<file path="src/design/adma_consts.svh">
`ifndef ADMA_CONSTS_SVH
`define ADMA_CONSTS_SVH

// Bus and counter widths
`define ADMA_ADDR_W 32
`define ADMA_LEN_W 17

// Data burst shape
`define ADMA_BURST_WORDS 16
`define ADMA_BURST_BYTES 64

// Descriptor fetch
`define ADMA_DESC_WORDS 2
`define ADMA_DESC_STEP 8

// Descriptor line fields
`define ADMA_DESC_VALID 0
`define ADMA_DESC_END 1
`define ADMA_DESC_ACT_LSB 4
`define ADMA_DESC_LEN_LSB 16
`define ADMA_DESC_ADDR_LSB 32

`endif
</file>
<file path="src/design/adma_pkg.sv">
`default_nettype none

package adma_pkg;

  // Descriptor sequencer states
  typedef enum logic [1:0] {
    STOP   = 2'b00,
    FETCH  = 2'b01,
    DECODE = 2'b10,
    XFER   = 2'b11
  } adma_state_t;

  // Action field of a descriptor line
  typedef enum logic [1:0] {
    NOP  = 2'b00,
    RSV  = 2'b01,
    TRAN = 2'b10,
    LINK = 2'b11
  } desc_act_t;

  // Burst mover phases
  typedef enum logic [1:0] {
    BS_IDLE = 2'b00,
    BS_WAIT = 2'b01,
    BS_ADDR = 2'b10,
    BS_DATA = 2'b11
  } burst_state_t;

endpackage

`default_nettype wire

</file>
<file path="src/design/burst_if.sv">
`default_nettype none
`include "adma_consts.svh"

interface burst_if;

  // Job request from the sequencer
  logic                    start;
  logic [`ADMA_ADDR_W-1:0] addr;
  logic [`ADMA_LEN_W-1:0]  words;
  logic                    to_desc;

  // Progress back from the mover
  logic                    beat;
  logic [`ADMA_ADDR_W-1:0] data;
  logic                    done;

  modport requester (output start, addr, words, to_desc, input beat, data, done);
  modport mover (input start, addr, words, to_desc, output beat, data, done);

endinterface

`default_nettype wire

</file>
<file path="src/design/sd_adma_top.sv">
`default_nettype none
`include "adma_consts.svh"

module sd_adma_top (
  input  logic                    clock,
  input  logic                    reset,
  // Host controller side
  input  logic                    dma_enable,
  input  logic                    cmd_done,
  input  logic                    data_present,
  input  logic                    card_to_mem,
  input  logic                    xfer_done,
  input  logic                    irq_clear,
  input  logic [`ADMA_ADDR_W-1:0] desc_base,
  output logic [1:0]              irq,
  // Card data FIFO
  output logic                    fifo_clear,
  output logic                    fifo_push,
  output logic [`ADMA_ADDR_W-1:0] fifo_wr_data,
  output logic                    fifo_pop,
  input  logic [`ADMA_ADDR_W-1:0] fifo_rd_data,
  input  logic                    card_word_we,
  // AXI read channels
  output logic [`ADMA_ADDR_W-1:0] araddr,
  output logic [7:0]              arlen,
  output logic                    arvalid,
  input  logic                    arready,
  input  logic [`ADMA_ADDR_W-1:0] rdata,
  input  logic                    rvalid,
  output logic                    rready,
  input  logic                    rlast,
  // AXI write channels
  output logic [`ADMA_ADDR_W-1:0] awaddr,
  output logic [7:0]              awlen,
  output logic                    awvalid,
  input  logic                    awready,
  output logic [`ADMA_ADDR_W-1:0] wdata,
  output logic                    wvalid,
  input  logic                    wready,
  output logic                    wlast,
  input  logic                    bvalid,
  output logic                    bready
);

  burst_if rd_bus ();
  burst_if wr_bus ();

  // Read data goes straight into the card FIFO
  assign fifo_wr_data = rdata;

  adma_descriptor_seq seq_i (
    .clock        (clock),
    .reset        (reset),
    .dma_enable   (dma_enable),
    .cmd_done     (cmd_done),
    .data_present (data_present),
    .card_to_mem  (card_to_mem),
    .xfer_done    (xfer_done),
    .irq_clear    (irq_clear),
    .desc_base    (desc_base),
    .irq          (irq),
    .fifo_clear   (fifo_clear),
    .rd           (rd_bus.requester),
    .wr           (wr_bus.requester)
  );

  axi_burst_reader reader_i (
    .clock     (clock),
    .reset     (reset),
    .req       (rd_bus.mover),
    .araddr    (araddr),
    .arlen     (arlen),
    .arvalid   (arvalid),
    .arready   (arready),
    .rvalid    (rvalid),
    .rlast     (rlast),
    .rdata     (rdata),
    .rready    (rready),
    .fifo_push (fifo_push)
  );

  axi_burst_writer writer_i (
    .clock        (clock),
    .reset        (reset),
    .req          (wr_bus.mover),
    .card_word_we (card_word_we),
    .fifo_data    (fifo_rd_data),
    .fifo_pop     (fifo_pop),
    .awaddr       (awaddr),
    .awlen        (awlen),
    .awvalid      (awvalid),
    .awready      (awready),
    .wdata        (wdata),
    .wvalid       (wvalid),
    .wlast        (wlast),
    .wready       (wready),
    .bvalid       (bvalid),
    .bready       (bready)
  );

endmodule

`default_nettype wire

</file>
<file path="src/design/axi_burst_writer.sv">
`default_nettype none
`include "adma_consts.svh"

module axi_burst_writer (
  input  logic                    clock,
  input  logic                    reset,
  burst_if.mover                  req,
  input  logic                    card_word_we,
  input  logic [`ADMA_ADDR_W-1:0] fifo_data,
  output logic                    fifo_pop,
  output logic [`ADMA_ADDR_W-1:0] awaddr,
  output logic [7:0]              awlen,
  output logic                    awvalid,
  input  logic                    awready,
  output logic [`ADMA_ADDR_W-1:0] wdata,
  output logic                    wvalid,
  output logic                    wlast,
  input  logic                    wready,
  input  logic                    bvalid,
  output logic                    bready
);

  localparam int unsigned BEAT_W = $clog2(`ADMA_BURST_WORDS);

  adma_pkg::burst_state_t state;
  logic [`ADMA_LEN_W-1:0] total;
  logic [`ADMA_LEN_W-1:0] sent;
  logic [`ADMA_LEN_W-1:0] we_count;
  logic [BEAT_W-1:0]      beat_idx;
  logic                   we_s1;
  logic                   we_s2;
  logic                   we_fall;
  logic                   w_beat;

  assign we_fall  = we_s2 & ~we_s1;
  assign w_beat   = wvalid & wready;
  assign awlen    = 8'(`ADMA_BURST_WORDS - 1);
  assign wdata    = fifo_data;
  assign req.beat = w_beat;
  assign req.data = fifo_data;

  ////////////////////
  // Card word counter, falling edges of the write strobe
  always_ff @(posedge clock) begin
    if (!reset) begin
      we_s1    <= 1'b0;
      we_s2    <= 1'b0;
      we_count <= '0;
    end else begin
      we_s1 <= card_word_we;
      we_s2 <= we_s1;
      if ((state == adma_pkg::BS_IDLE) && req.start) begin
        we_count <= '0;
      end else if (we_fall) begin
        we_count <= we_count + 1'b1;
      end
    end
  end

  // Single cycle acknowledge of each response
  always_ff @(posedge clock) begin
    if (!reset) begin
      bready <= 1'b0;
    end else begin
      bready <= bvalid & ~bready;
    end
  end

  ////////////////////
  // Burst FSM
  always_ff @(posedge clock) begin
    if (!reset) begin
      state    <= adma_pkg::BS_IDLE;
      awvalid  <= 1'b0;
      wvalid   <= 1'b0;
      wlast    <= 1'b0;
      fifo_pop <= 1'b0;
      req.done <= 1'b0;
    end else begin
      req.done <= 1'b0;
      fifo_pop <= w_beat;   // head moves on during the wvalid gap
      case (state)
        adma_pkg::BS_IDLE: begin
          if (req.start) begin
            awaddr <= req.addr;
            total  <= req.words;
            sent   <= '0;
            state  <= adma_pkg::BS_WAIT;
          end
        end
        adma_pkg::BS_WAIT: begin
          // Only start a burst once a full burst sits in the FIFO
          if (we_count >= sent + `ADMA_LEN_W'(`ADMA_BURST_WORDS)) begin
            awvalid <= 1'b1;
            state   <= adma_pkg::BS_ADDR;
          end
        end
        adma_pkg::BS_ADDR: begin
          if (awready) begin
            awvalid  <= 1'b0;
            awaddr   <= awaddr + `ADMA_ADDR_W'(`ADMA_BURST_BYTES);
            wvalid   <= 1'b1;
            beat_idx <= '0;
            state    <= adma_pkg::BS_DATA;
          end
        end
        adma_pkg::BS_DATA: begin
          if (w_beat) begin
            wvalid   <= 1'b0;
            sent     <= sent + 1'b1;
            beat_idx <= beat_idx + 1'b1;
            if (wlast) begin
              wlast <= 1'b0;
              if (sent + 1'b1 == total) begin
                req.done <= 1'b1;
                state    <= adma_pkg::BS_IDLE;
              end else begin
                state <= adma_pkg::BS_WAIT;
              end
            end else if (beat_idx == BEAT_W'(`ADMA_BURST_WORDS - 2)) begin
              wlast <= 1'b1;
            end
          end else if (!wvalid) begin
            wvalid <= 1'b1;
          end
        end
        default: state <= adma_pkg::BS_IDLE;
      endcase
    end
  end

endmodule

`default_nettype wire

</file>
<file path="src/design/axi_burst_reader.sv">
`default_nettype none
`include "adma_consts.svh"

module axi_burst_reader (
  input  logic                    clock,
  input  logic                    reset,
  burst_if.mover                  req,
  output logic [`ADMA_ADDR_W-1:0] araddr,
  output logic [7:0]              arlen,
  output logic                    arvalid,
  input  logic                    arready,
  input  logic                    rvalid,
  input  logic                    rlast,
  input  logic [`ADMA_ADDR_W-1:0] rdata,
  output logic                    rready,
  output logic                    fifo_push
);

  adma_pkg::burst_state_t state;
  logic [`ADMA_LEN_W-1:0] words_left;
  logic                   to_desc;
  logic                   rready_en;
  logic                   beat;

  // At most one beat every second cycle
  assign rready    = rready_en & rvalid & (state == adma_pkg::BS_DATA);
  assign beat      = rready;
  assign fifo_push = beat & ~to_desc;
  assign arlen     = to_desc ? 8'(`ADMA_DESC_WORDS - 1) : 8'(`ADMA_BURST_WORDS - 1);
  assign req.beat  = beat;
  assign req.data  = rdata;

  always_ff @(posedge clock) begin
    if (!reset) begin
      rready_en <= 1'b0;
    end else begin
      rready_en <= ~beat;
    end
  end

  always_ff @(posedge clock) begin
    if (!reset) begin
      state    <= adma_pkg::BS_IDLE;
      arvalid  <= 1'b0;
      to_desc  <= 1'b0;
      req.done <= 1'b0;
    end else begin
      req.done <= 1'b0;
      case (state)
        adma_pkg::BS_IDLE: begin
          if (req.start) begin
            araddr     <= req.addr;
            words_left <= req.words;
            to_desc    <= req.to_desc;
            arvalid    <= 1'b1;
            state      <= adma_pkg::BS_ADDR;
          end
        end
        adma_pkg::BS_ADDR: begin
          if (arready) begin
            arvalid <= 1'b0;
            state   <= adma_pkg::BS_DATA;
          end
        end
        adma_pkg::BS_DATA: begin
          if (beat) begin
            words_left <= words_left - 1'b1;
            if (rlast) begin
              if (words_left != `ADMA_LEN_W'(1)) begin
                araddr  <= araddr + `ADMA_ADDR_W'(`ADMA_BURST_BYTES);
                arvalid <= 1'b1;
                state   <= adma_pkg::BS_ADDR;
              end else begin
                req.done <= 1'b1;
                state    <= adma_pkg::BS_IDLE;
              end
            end
          end
        end
        default: state <= adma_pkg::BS_IDLE;
      endcase
    end
  end

endmodule

`default_nettype wire

</file>
<file path="src/design/adma_descriptor_seq.sv">
`default_nettype none
`include "adma_consts.svh"

module adma_descriptor_seq (
  input  logic                    clock,
  input  logic                    reset,
  input  logic                    dma_enable,
  input  logic                    cmd_done,
  input  logic                    data_present,
  input  logic                    card_to_mem,
  input  logic                    xfer_done,
  input  logic                    irq_clear,
  input  logic [`ADMA_ADDR_W-1:0] desc_base,
  output logic [1:0]              irq,
  output logic                    fifo_clear,
  burst_if.requester              rd,
  burst_if.requester              wr
);

  adma_pkg::adma_state_t     state;
  logic [`ADMA_ADDR_W-1:0]   desc_ptr;
  logic [2*`ADMA_ADDR_W-1:0] desc;
  logic [`ADMA_ADDR_W-1:0]   job_addr;
  logic [`ADMA_LEN_W-1:0]    job_words;
  logic                      job_to_desc;
  logic                      rd_start;
  logic                      wr_start;
  logic                      busy;
  logic                      xfer_seen;
  logic                      run_start;
  adma_pkg::desc_act_t       desc_act;
  logic [15:0]               desc_len;
  logic [`ADMA_ADDR_W-1:0]   desc_addr;
  logic [`ADMA_LEN_W-1:0]    desc_bytes;

  assign run_start = dma_enable & cmd_done & data_present;

  ////////////////////
  // Descriptor fields
  assign desc_act   = adma_pkg::desc_act_t'(desc[`ADMA_DESC_ACT_LSB +: 2]);
  assign desc_len   = desc[`ADMA_DESC_LEN_LSB +: 16];
  assign desc_addr  = desc[`ADMA_DESC_ADDR_LSB +: `ADMA_ADDR_W];
  // Zero length stands for 64 KiB
  assign desc_bytes = (desc_len == 16'h0000) ? `ADMA_LEN_W'(32'h10000) : `ADMA_LEN_W'(desc_len);

  // One job register set feeds both movers
  assign rd.start   = rd_start;
  assign rd.addr    = job_addr;
  assign rd.words   = job_words;
  assign rd.to_desc = job_to_desc;
  assign wr.start   = wr_start;
  assign wr.addr    = job_addr;
  assign wr.words   = job_words;
  assign wr.to_desc = 1'b0;

  ////////////////////
  // Sequencer FSM
  always_ff @(posedge clock) begin
    if (!reset) begin
      state      <= adma_pkg::STOP;
      rd_start   <= 1'b0;
      wr_start   <= 1'b0;
      fifo_clear <= 1'b0;
      busy       <= 1'b0;
      xfer_seen  <= 1'b0;
      irq        <= 2'b00;
    end else begin
      rd_start   <= 1'b0;
      wr_start   <= 1'b0;
      fifo_clear <= 1'b0;
      // Card side may finish before the DMA side does
      if (xfer_done) begin
        xfer_seen <= 1'b1;
      end
      case (state)
        adma_pkg::STOP: begin
          if (run_start) begin
            desc_ptr    <= desc_base;
            job_addr    <= desc_base;
            job_words   <= `ADMA_LEN_W'(`ADMA_DESC_WORDS);
            job_to_desc <= 1'b1;
            rd_start    <= 1'b1;
            xfer_seen   <= 1'b0;
            state       <= adma_pkg::FETCH;
          end
        end
        adma_pkg::FETCH: begin
          // Low word arrives first
          if (rd.beat) begin
            desc <= {rd.data, desc[2*`ADMA_ADDR_W-1:`ADMA_ADDR_W]};
          end
          if (rd.done) begin
            state <= adma_pkg::DECODE;
          end
        end
        adma_pkg::DECODE: begin
          if (!desc[`ADMA_DESC_VALID]) begin
            irq[1] <= 1'b1;
            state  <= adma_pkg::STOP;
          end else begin
            if (desc_act == adma_pkg::LINK) begin
              desc_ptr <= desc_addr;
            end else begin
              desc_ptr <= desc_ptr + `ADMA_ADDR_W'(`ADMA_DESC_STEP);
            end
            if (desc_act == adma_pkg::TRAN) begin
              job_addr    <= desc_addr;
              job_words   <= desc_bytes >> 2;
              job_to_desc <= 1'b0;
              rd_start    <= ~card_to_mem;
              wr_start    <= card_to_mem;
              fifo_clear  <= 1'b1;
              busy        <= 1'b1;
              xfer_seen   <= 1'b0;
            end
            state <= adma_pkg::XFER;
          end
        end
        adma_pkg::XFER: begin
          if (busy) begin
            if (rd.done | wr.done) begin
              busy <= 1'b0;
            end
          end else if (desc[`ADMA_DESC_END]) begin
            if (xfer_seen) begin
              irq[0] <= 1'b1;
              state  <= adma_pkg::STOP;
            end
          end else begin
            // Next line of the table
            job_addr    <= desc_ptr;
            job_words   <= `ADMA_LEN_W'(`ADMA_DESC_WORDS);
            job_to_desc <= 1'b1;
            rd_start    <= 1'b1;
            state       <= adma_pkg::FETCH;
          end
        end
        default: state <= adma_pkg::STOP;
      endcase
      if (irq_clear) begin
        irq <= 2'b00;
      end
    end
  end

endmodule

`default_nettype wire

</file>
<file path="config.mk">
export PLATFORM = sky130hd
export DESIGN_NAME = sd_adma_top
export DESIGN_NICKNAME = d
export VERILOG_FILES = /design/src/design/adma_pkg.sv /design/src/design/burst_if.sv /design/src/design/sd_adma_top.sv /design/src/design/axi_burst_writer.sv /design/src/design/axi_burst_reader.sv /design/src/design/adma_descriptor_seq.sv
export VERILOG_INCLUDE_DIRS = /design/src /design/src/design
export SDC_FILE = /design/constraint.sdc
export NUM_CORES = 1
export LEC_CHECK = 0
export ABC_CLOCK_PERIOD_IN_PS = 6600
export BUFFER_PORTS_ARGS = -buffer_cell sky130_fd_sc_hd__buf_2
export CAP_MARGIN = 20
export CORE_ASPECT_RATIO = 0.5
export CORE_MARGIN = 2
export CORE_UTILIZATION = 58
export DETAILED_ROUTE_END_ITERATION = 10
export MAX_ROUTING_LAYER = met4
export PLACE_DENSITY = 0.81
export RECOVER_POWER = 100
export SLEW_MARGIN = 20
export SYNTH_ARGS = -nofsm -noshare
export SYNTH_HDL_FRONTEND = slang
export SYNTH_HIERARCHICAL = 1
export SYNTH_SLANG_ARGS = --single-unit
</file>
<file path="constraint.sdc">
create_clock -name clock -period 6.6 [get_ports clock]
set_input_delay 0.33 -clock clock [delete_from_list [all_inputs] [get_ports clock]]
set_output_delay 0.33 -clock clock [all_outputs]
set_load 0.01 [all_outputs]
</file>
# Word-level counts from Yosys, hierarchy flattened
# Index checks and enable logic that the tools add are counted.
# word_totals
reg_bits	307
latch_bits	0
ram_bits	0
rom_bits	0
in_bits	111
output_inout_bits	155
elab_cells	223
memories	0
# op_classes
add_sub_neg	8
n_mul	0
n_div	0
n_lt_le_gt_ge	1
n_eq_ne	30
shifts	0
n_mux	93
n_bitwise	17
reduce_logical	40
# ops
operator	count
$mux 32	13
$pmux 32 s2	3
$mux 17	10
$pmux 32 s3	1
$pmux 17 s2	2
$add 32x7->32 const B	2
$pmux 17 s3	1
$reduce_and 4->1	11
$add 17x1->17 const B	2
$mux 1	33
$add 32x4->32 const B	1
$mux 2	16
$ne 2x2->1 const B	9
$add 17x5->17 const B	1
$eq 17x17->1	1
$ge 17x17->1	1
$ne 17x1->1 const B	1
$sub 17x1->17 const B	1
$eq 2x2->1 const B	8
$logic_not 16->1	1
$pmux 2 s4	2
$reduce_and 3->1	5
$ne 2x1->1 const B	7
$reduce_bool 2->1	7
other kinds (20)	50

# Longest topological paths before layout
# depth
word_depth	6
depth_mapped	12
ltp_nobuf	12

# Hierarchy
# Netlist, hierarchy kept.
# modules_own_cells
module	instances	cells_each	area_each_um2	seq_area_each_um2
adma_descriptor_seq	1	544	6742.7	4144.0
axi_burst_writer	1	604	5999.5	2642.5
axi_burst_reader	1	365	3479.6	1591.5
sd_adma_top	1	32	240.2	0.0

# Least setup slack after synthesis
# OpenSTA, ideal clock, no wires.
# synth_path
kind	register -> register
start	register seq_i.state[0]
end	register seq_i.job_addr[0] (netlist: seq_i/rd.addr[0]) (enable)
setup_time_ns	0.532
arrival_time_ns	4.901
t_required_ns	6.068
setup_slack_ns	1.167
path_stages_with_launch	8
n_path_buf	2
period_less_slack_ns	5.433
cell_sequence	dfxtp_1 > inv_1 > ha_1 > clkbuf_8 > clkbuf_1 > o21ai_0 > nand3_1 > a221oi_1
# synth_via
elab_chain_len	3
elab_cells_between_ends	10
classes_between	eq/ne: 7; reduce/logical: 3
# synth_lines
item	line_no	source
from (decl)	adma_descriptor_seq.sv:20	adma_pkg::adma_state_t state;
from (signal assigned)	adma_descriptor_seq.sv:60	state <= adma_pkg::STOP;
from (signal assigned)	adma_descriptor_seq.sv:84	state <= adma_pkg::FETCH;
from (signal assigned)	adma_descriptor_seq.sv:93	state <= adma_pkg::DECODE;
$eq 2x2->1 / $logic_not 2->1 (equally long branches)	adma_descriptor_seq.sv:75	case (state)
$ne 2x2->1 (no source line) (tied with other cells)	--	
$reduce_and 7->1 (no source line) *	--	
to (signal assigned)	adma_descriptor_seq.sv:79	job_addr <= desc_base;
to (signal assigned)	adma_descriptor_seq.sv:107	job_addr <= desc_addr;
to (signal assigned)	adma_descriptor_seq.sv:131	job_addr <= desc_ptr;
to (decl)	adma_descriptor_seq.sv:23	logic [`ADMA_ADDR_W-1:0] job_addr;
# Mark *: on every way between the ends. The rest lies on a longest branch, timed or not.
# A chain may end at the register's enable or synchronous reset.

# Worst setup path after layout
# layout_path
start	register seq_i.state[0]
end	register seq_i.job_addr[17] (netlist: seq_i/rd.addr[17]) (enable)
# Same word-level chain as after synthesis.

==> metrics.cfg <==
[outcome]
status = finished with violations
violations = capacitance limit, slew limit

[setup_path]
startpoint_type = flip-flop
slowest_delay_ns = 1.63
worstPathCellList = inv_1 -> ha_1 -> buf_4 -> nand4b_1 -> o21ai_0 -> nand3_1 -> a221oi_1 -> clkbuf_1
r2r-start = seq_i/state[0]$_SDFFE_PN0P_
cp_data_required_time_ns = 6.74
slowest_stage = clkbuf_1
cp_top_family = buffers and inverters
crit_start = seq_i/state[0]$_SDFFE_PN0P_
crit_fanout = 76
setup.worst_path.class = reg2reg
crit_arrival_ns = 4.72
endpoint_kind = flip-flop
crit_buf_inv = 3

[power_and_ir_drop]
power_switching_uw = 1650
peakVddDrop_uv = 189
switching_share_pct = 30.9
p_leak_uw = 0.00584
p_seq_share_pct = 49.8
p_int_uw = 3690
power_density_mw_per_mm2 = 310
pwr-share-clk_pct = 30.5
total_power_uw = 5350
comb_power_share_pct = 19.8

[grt]
antenna_found_initial = 1
grt_overflow = 0
grt_pass1_wl_mm = 58.5
grt_use_total_pct = 26.4
grt_max_degree = 95
grt_pass1_vias = 10600

[detailed_routing]
ant_nets = 0
drt-initial-drc-count = 1307
wire_per_inst_um = 19.7
routed_wl_mm = 38.6
vias_per_cell = 5.92
via_count = 11600
drc = 0
first_pass_iters = 6

[sta]
fin_skew_ns = 0.0258
finalHoldViolations = 0
slew_violations = 282
finalSetupTns_ns = 0
period_minus_slack_ns = 4.58
fmax_ghz = 0.219
rsz0062_at_grt = false
final.period_utilization_pct = 69.3
setup_viol = 0
worst_pin_slew_ns = 2.97
maxSlewHeadroom_pct = -98.1

[clocking]
clock_tree.buffer_depth = 3
clkSinkCount = 293
clkTransAtPathRegs_ns = 0.07
cts_root_buf = clkbuf_16
cts_hold_buf = 34
clock_latency_ns = 0.57
cts_tree = done
numCtsBuffers = 26
ctsResizeCount = 0
htreeDepth = 1
post_cts_buffers = 0

[floorplan]
fp.dieH_um = 122
die_w_um = 240
rows = 43
io_pins = 266
core_mm2 = 0.0276
initial_core_util_pct = 58.7
die_area_mm2 = 0.0294

[logic_synthesis]
netlist_instances = 1512
yosysWarnings = 6
synthesis.area_mm2 = 0.0162
synth_area_per_cell_um2 = 10.7

[layout]
syn2layout_area_growth_pct = 6.34
n_antenna_cell = 0
layout.area.seq_mm2 = 0.00838
drive_gt1_share_pct = 8.40
nNetsFinal = 1716
fillers = 2181
multi_input_area_mm2 = 0.00618

[placed_design]
numPortBuffers = 188
dpl.hpwl_mm = 27.6
gp_congestion = 0.899

[job]
maxCapViolCount = 6

[hold_path]
hold_start = awready
hold_path.class = in2reg

## power groups by stage
| stage | sequential, µW | clock, µW | combinational, µW |
|---|---|---|---|
| floorplan | 2630 | 0 | 822 |
| finish | 2660 | 1630 | 1060 |
| global route | 2690 | 1720 | 1160 |
| global placement | 2670 | 0 | 1020 |
| CTS | 2640 | 1650 | 1090 |
| detailed placement | 2680 | 0 | 1060 |
## worst paths after layout
kind | slack [ns] | to | depth (start not counted)
worst max-delay path | 2.02 | seq_i/rd.addr[17]$_DFFE_PP_ | 8
worst min-delay path | 0.03 | writer_i/awvalid$_SDFFE_PN0P_ | 2
worst max register to register | 2.02 | seq_i/rd.addr[17]$_DFFE_PP_ | 8
worst min register to register | 0.41 | writer_i/bready$_SDFF_PN0_ | 1
## flip-flops by register name, summed over array words and instances (netlist names), 17 cells and up
name	count
writer_i/awaddr	32
seq_i/desc_ptr	32
reader_i/araddr	32
seq_i/rd.addr	32
writer_i/sent	17
seq_i/desc	52
writer_i/total	17
writer_i/we_count	17
reader_i/words_left	17
## placed cells by master, fill, tap and decap left out, types with 15 or more instances in the layout
cell type,count
edfxtp_1,251
clkbuf_1,141
nor2_1,118
nand2_1,110
a21oi_1,79
xnor2_1,73
o21ai_0,68
xor2_1,55
buf_2,53
nand3_1,46
ha_1,42
dfxtp_1,42
inv_1,36
nor2b_1,35
dlygate4sd3_1,34
nor3_1,32
nand4_1,31
clkbuf_16,26
a22oi_1,25
and2_0,19
conb_1,17
a31oi_1,16
and3_1,15
## layer usage
layer	wire (µm)	share of wire [%]	up-vias	track usage, %
met5	0	0	-	-
met4	1150	3.0	0	7.73
met3	3360	8.7	108	3.87
met2	17700	46	574	41.0
met1	16500	43	5557	36.5
li1	-	-	5396	-
## area by class of cell
| type | instances | share of cell area (%) |
|---|---|---|
| inverter | 37 | 0.805 |
| clock inverter | 19 | 1.39 |
| tap | 382 | 2.77 |
| sequential | 293 | 48.6 |
| clock buffer | 29 | 3.84 |
| multi-input combinational | 973 | 35.8 |
| timing repair buffer | 232 | 6.76 |
## stage by stage
stage / hold slack [ns] / worst slack, ns / instance area, µm² / instances / util [%]
floorplan: 0.436 / 1.17 / 16300 / 1524 / -
global placement: 0.393 / 3.43 / 16300 / 1883 / 59.1
detailed placement: 0.398 / 3.27 / 16300 / 1883 / 59.1
CTS: 0.00275 / 3.24 / 17500 / 1965 / 63.6
global route: 0.0157 / 1.61 / 17200 / 1965 / 62.5
finish: 0.0251 / 2.02 / 17200 / 1965 / 62.5
## worst register-to-register path, stage by stage, from the launching register on
cell and delay, ns:
dfxtp_1 0.36, inv_1 0.14, ha_1 0.20, buf_4 0.60, nand4b_1 0.32, o21ai_0 0.16, nand3_1 0.10, a221oi_1 0.61
clkbuf_1 1.63
Note: power is estimated with default switching activity, not from simulation.
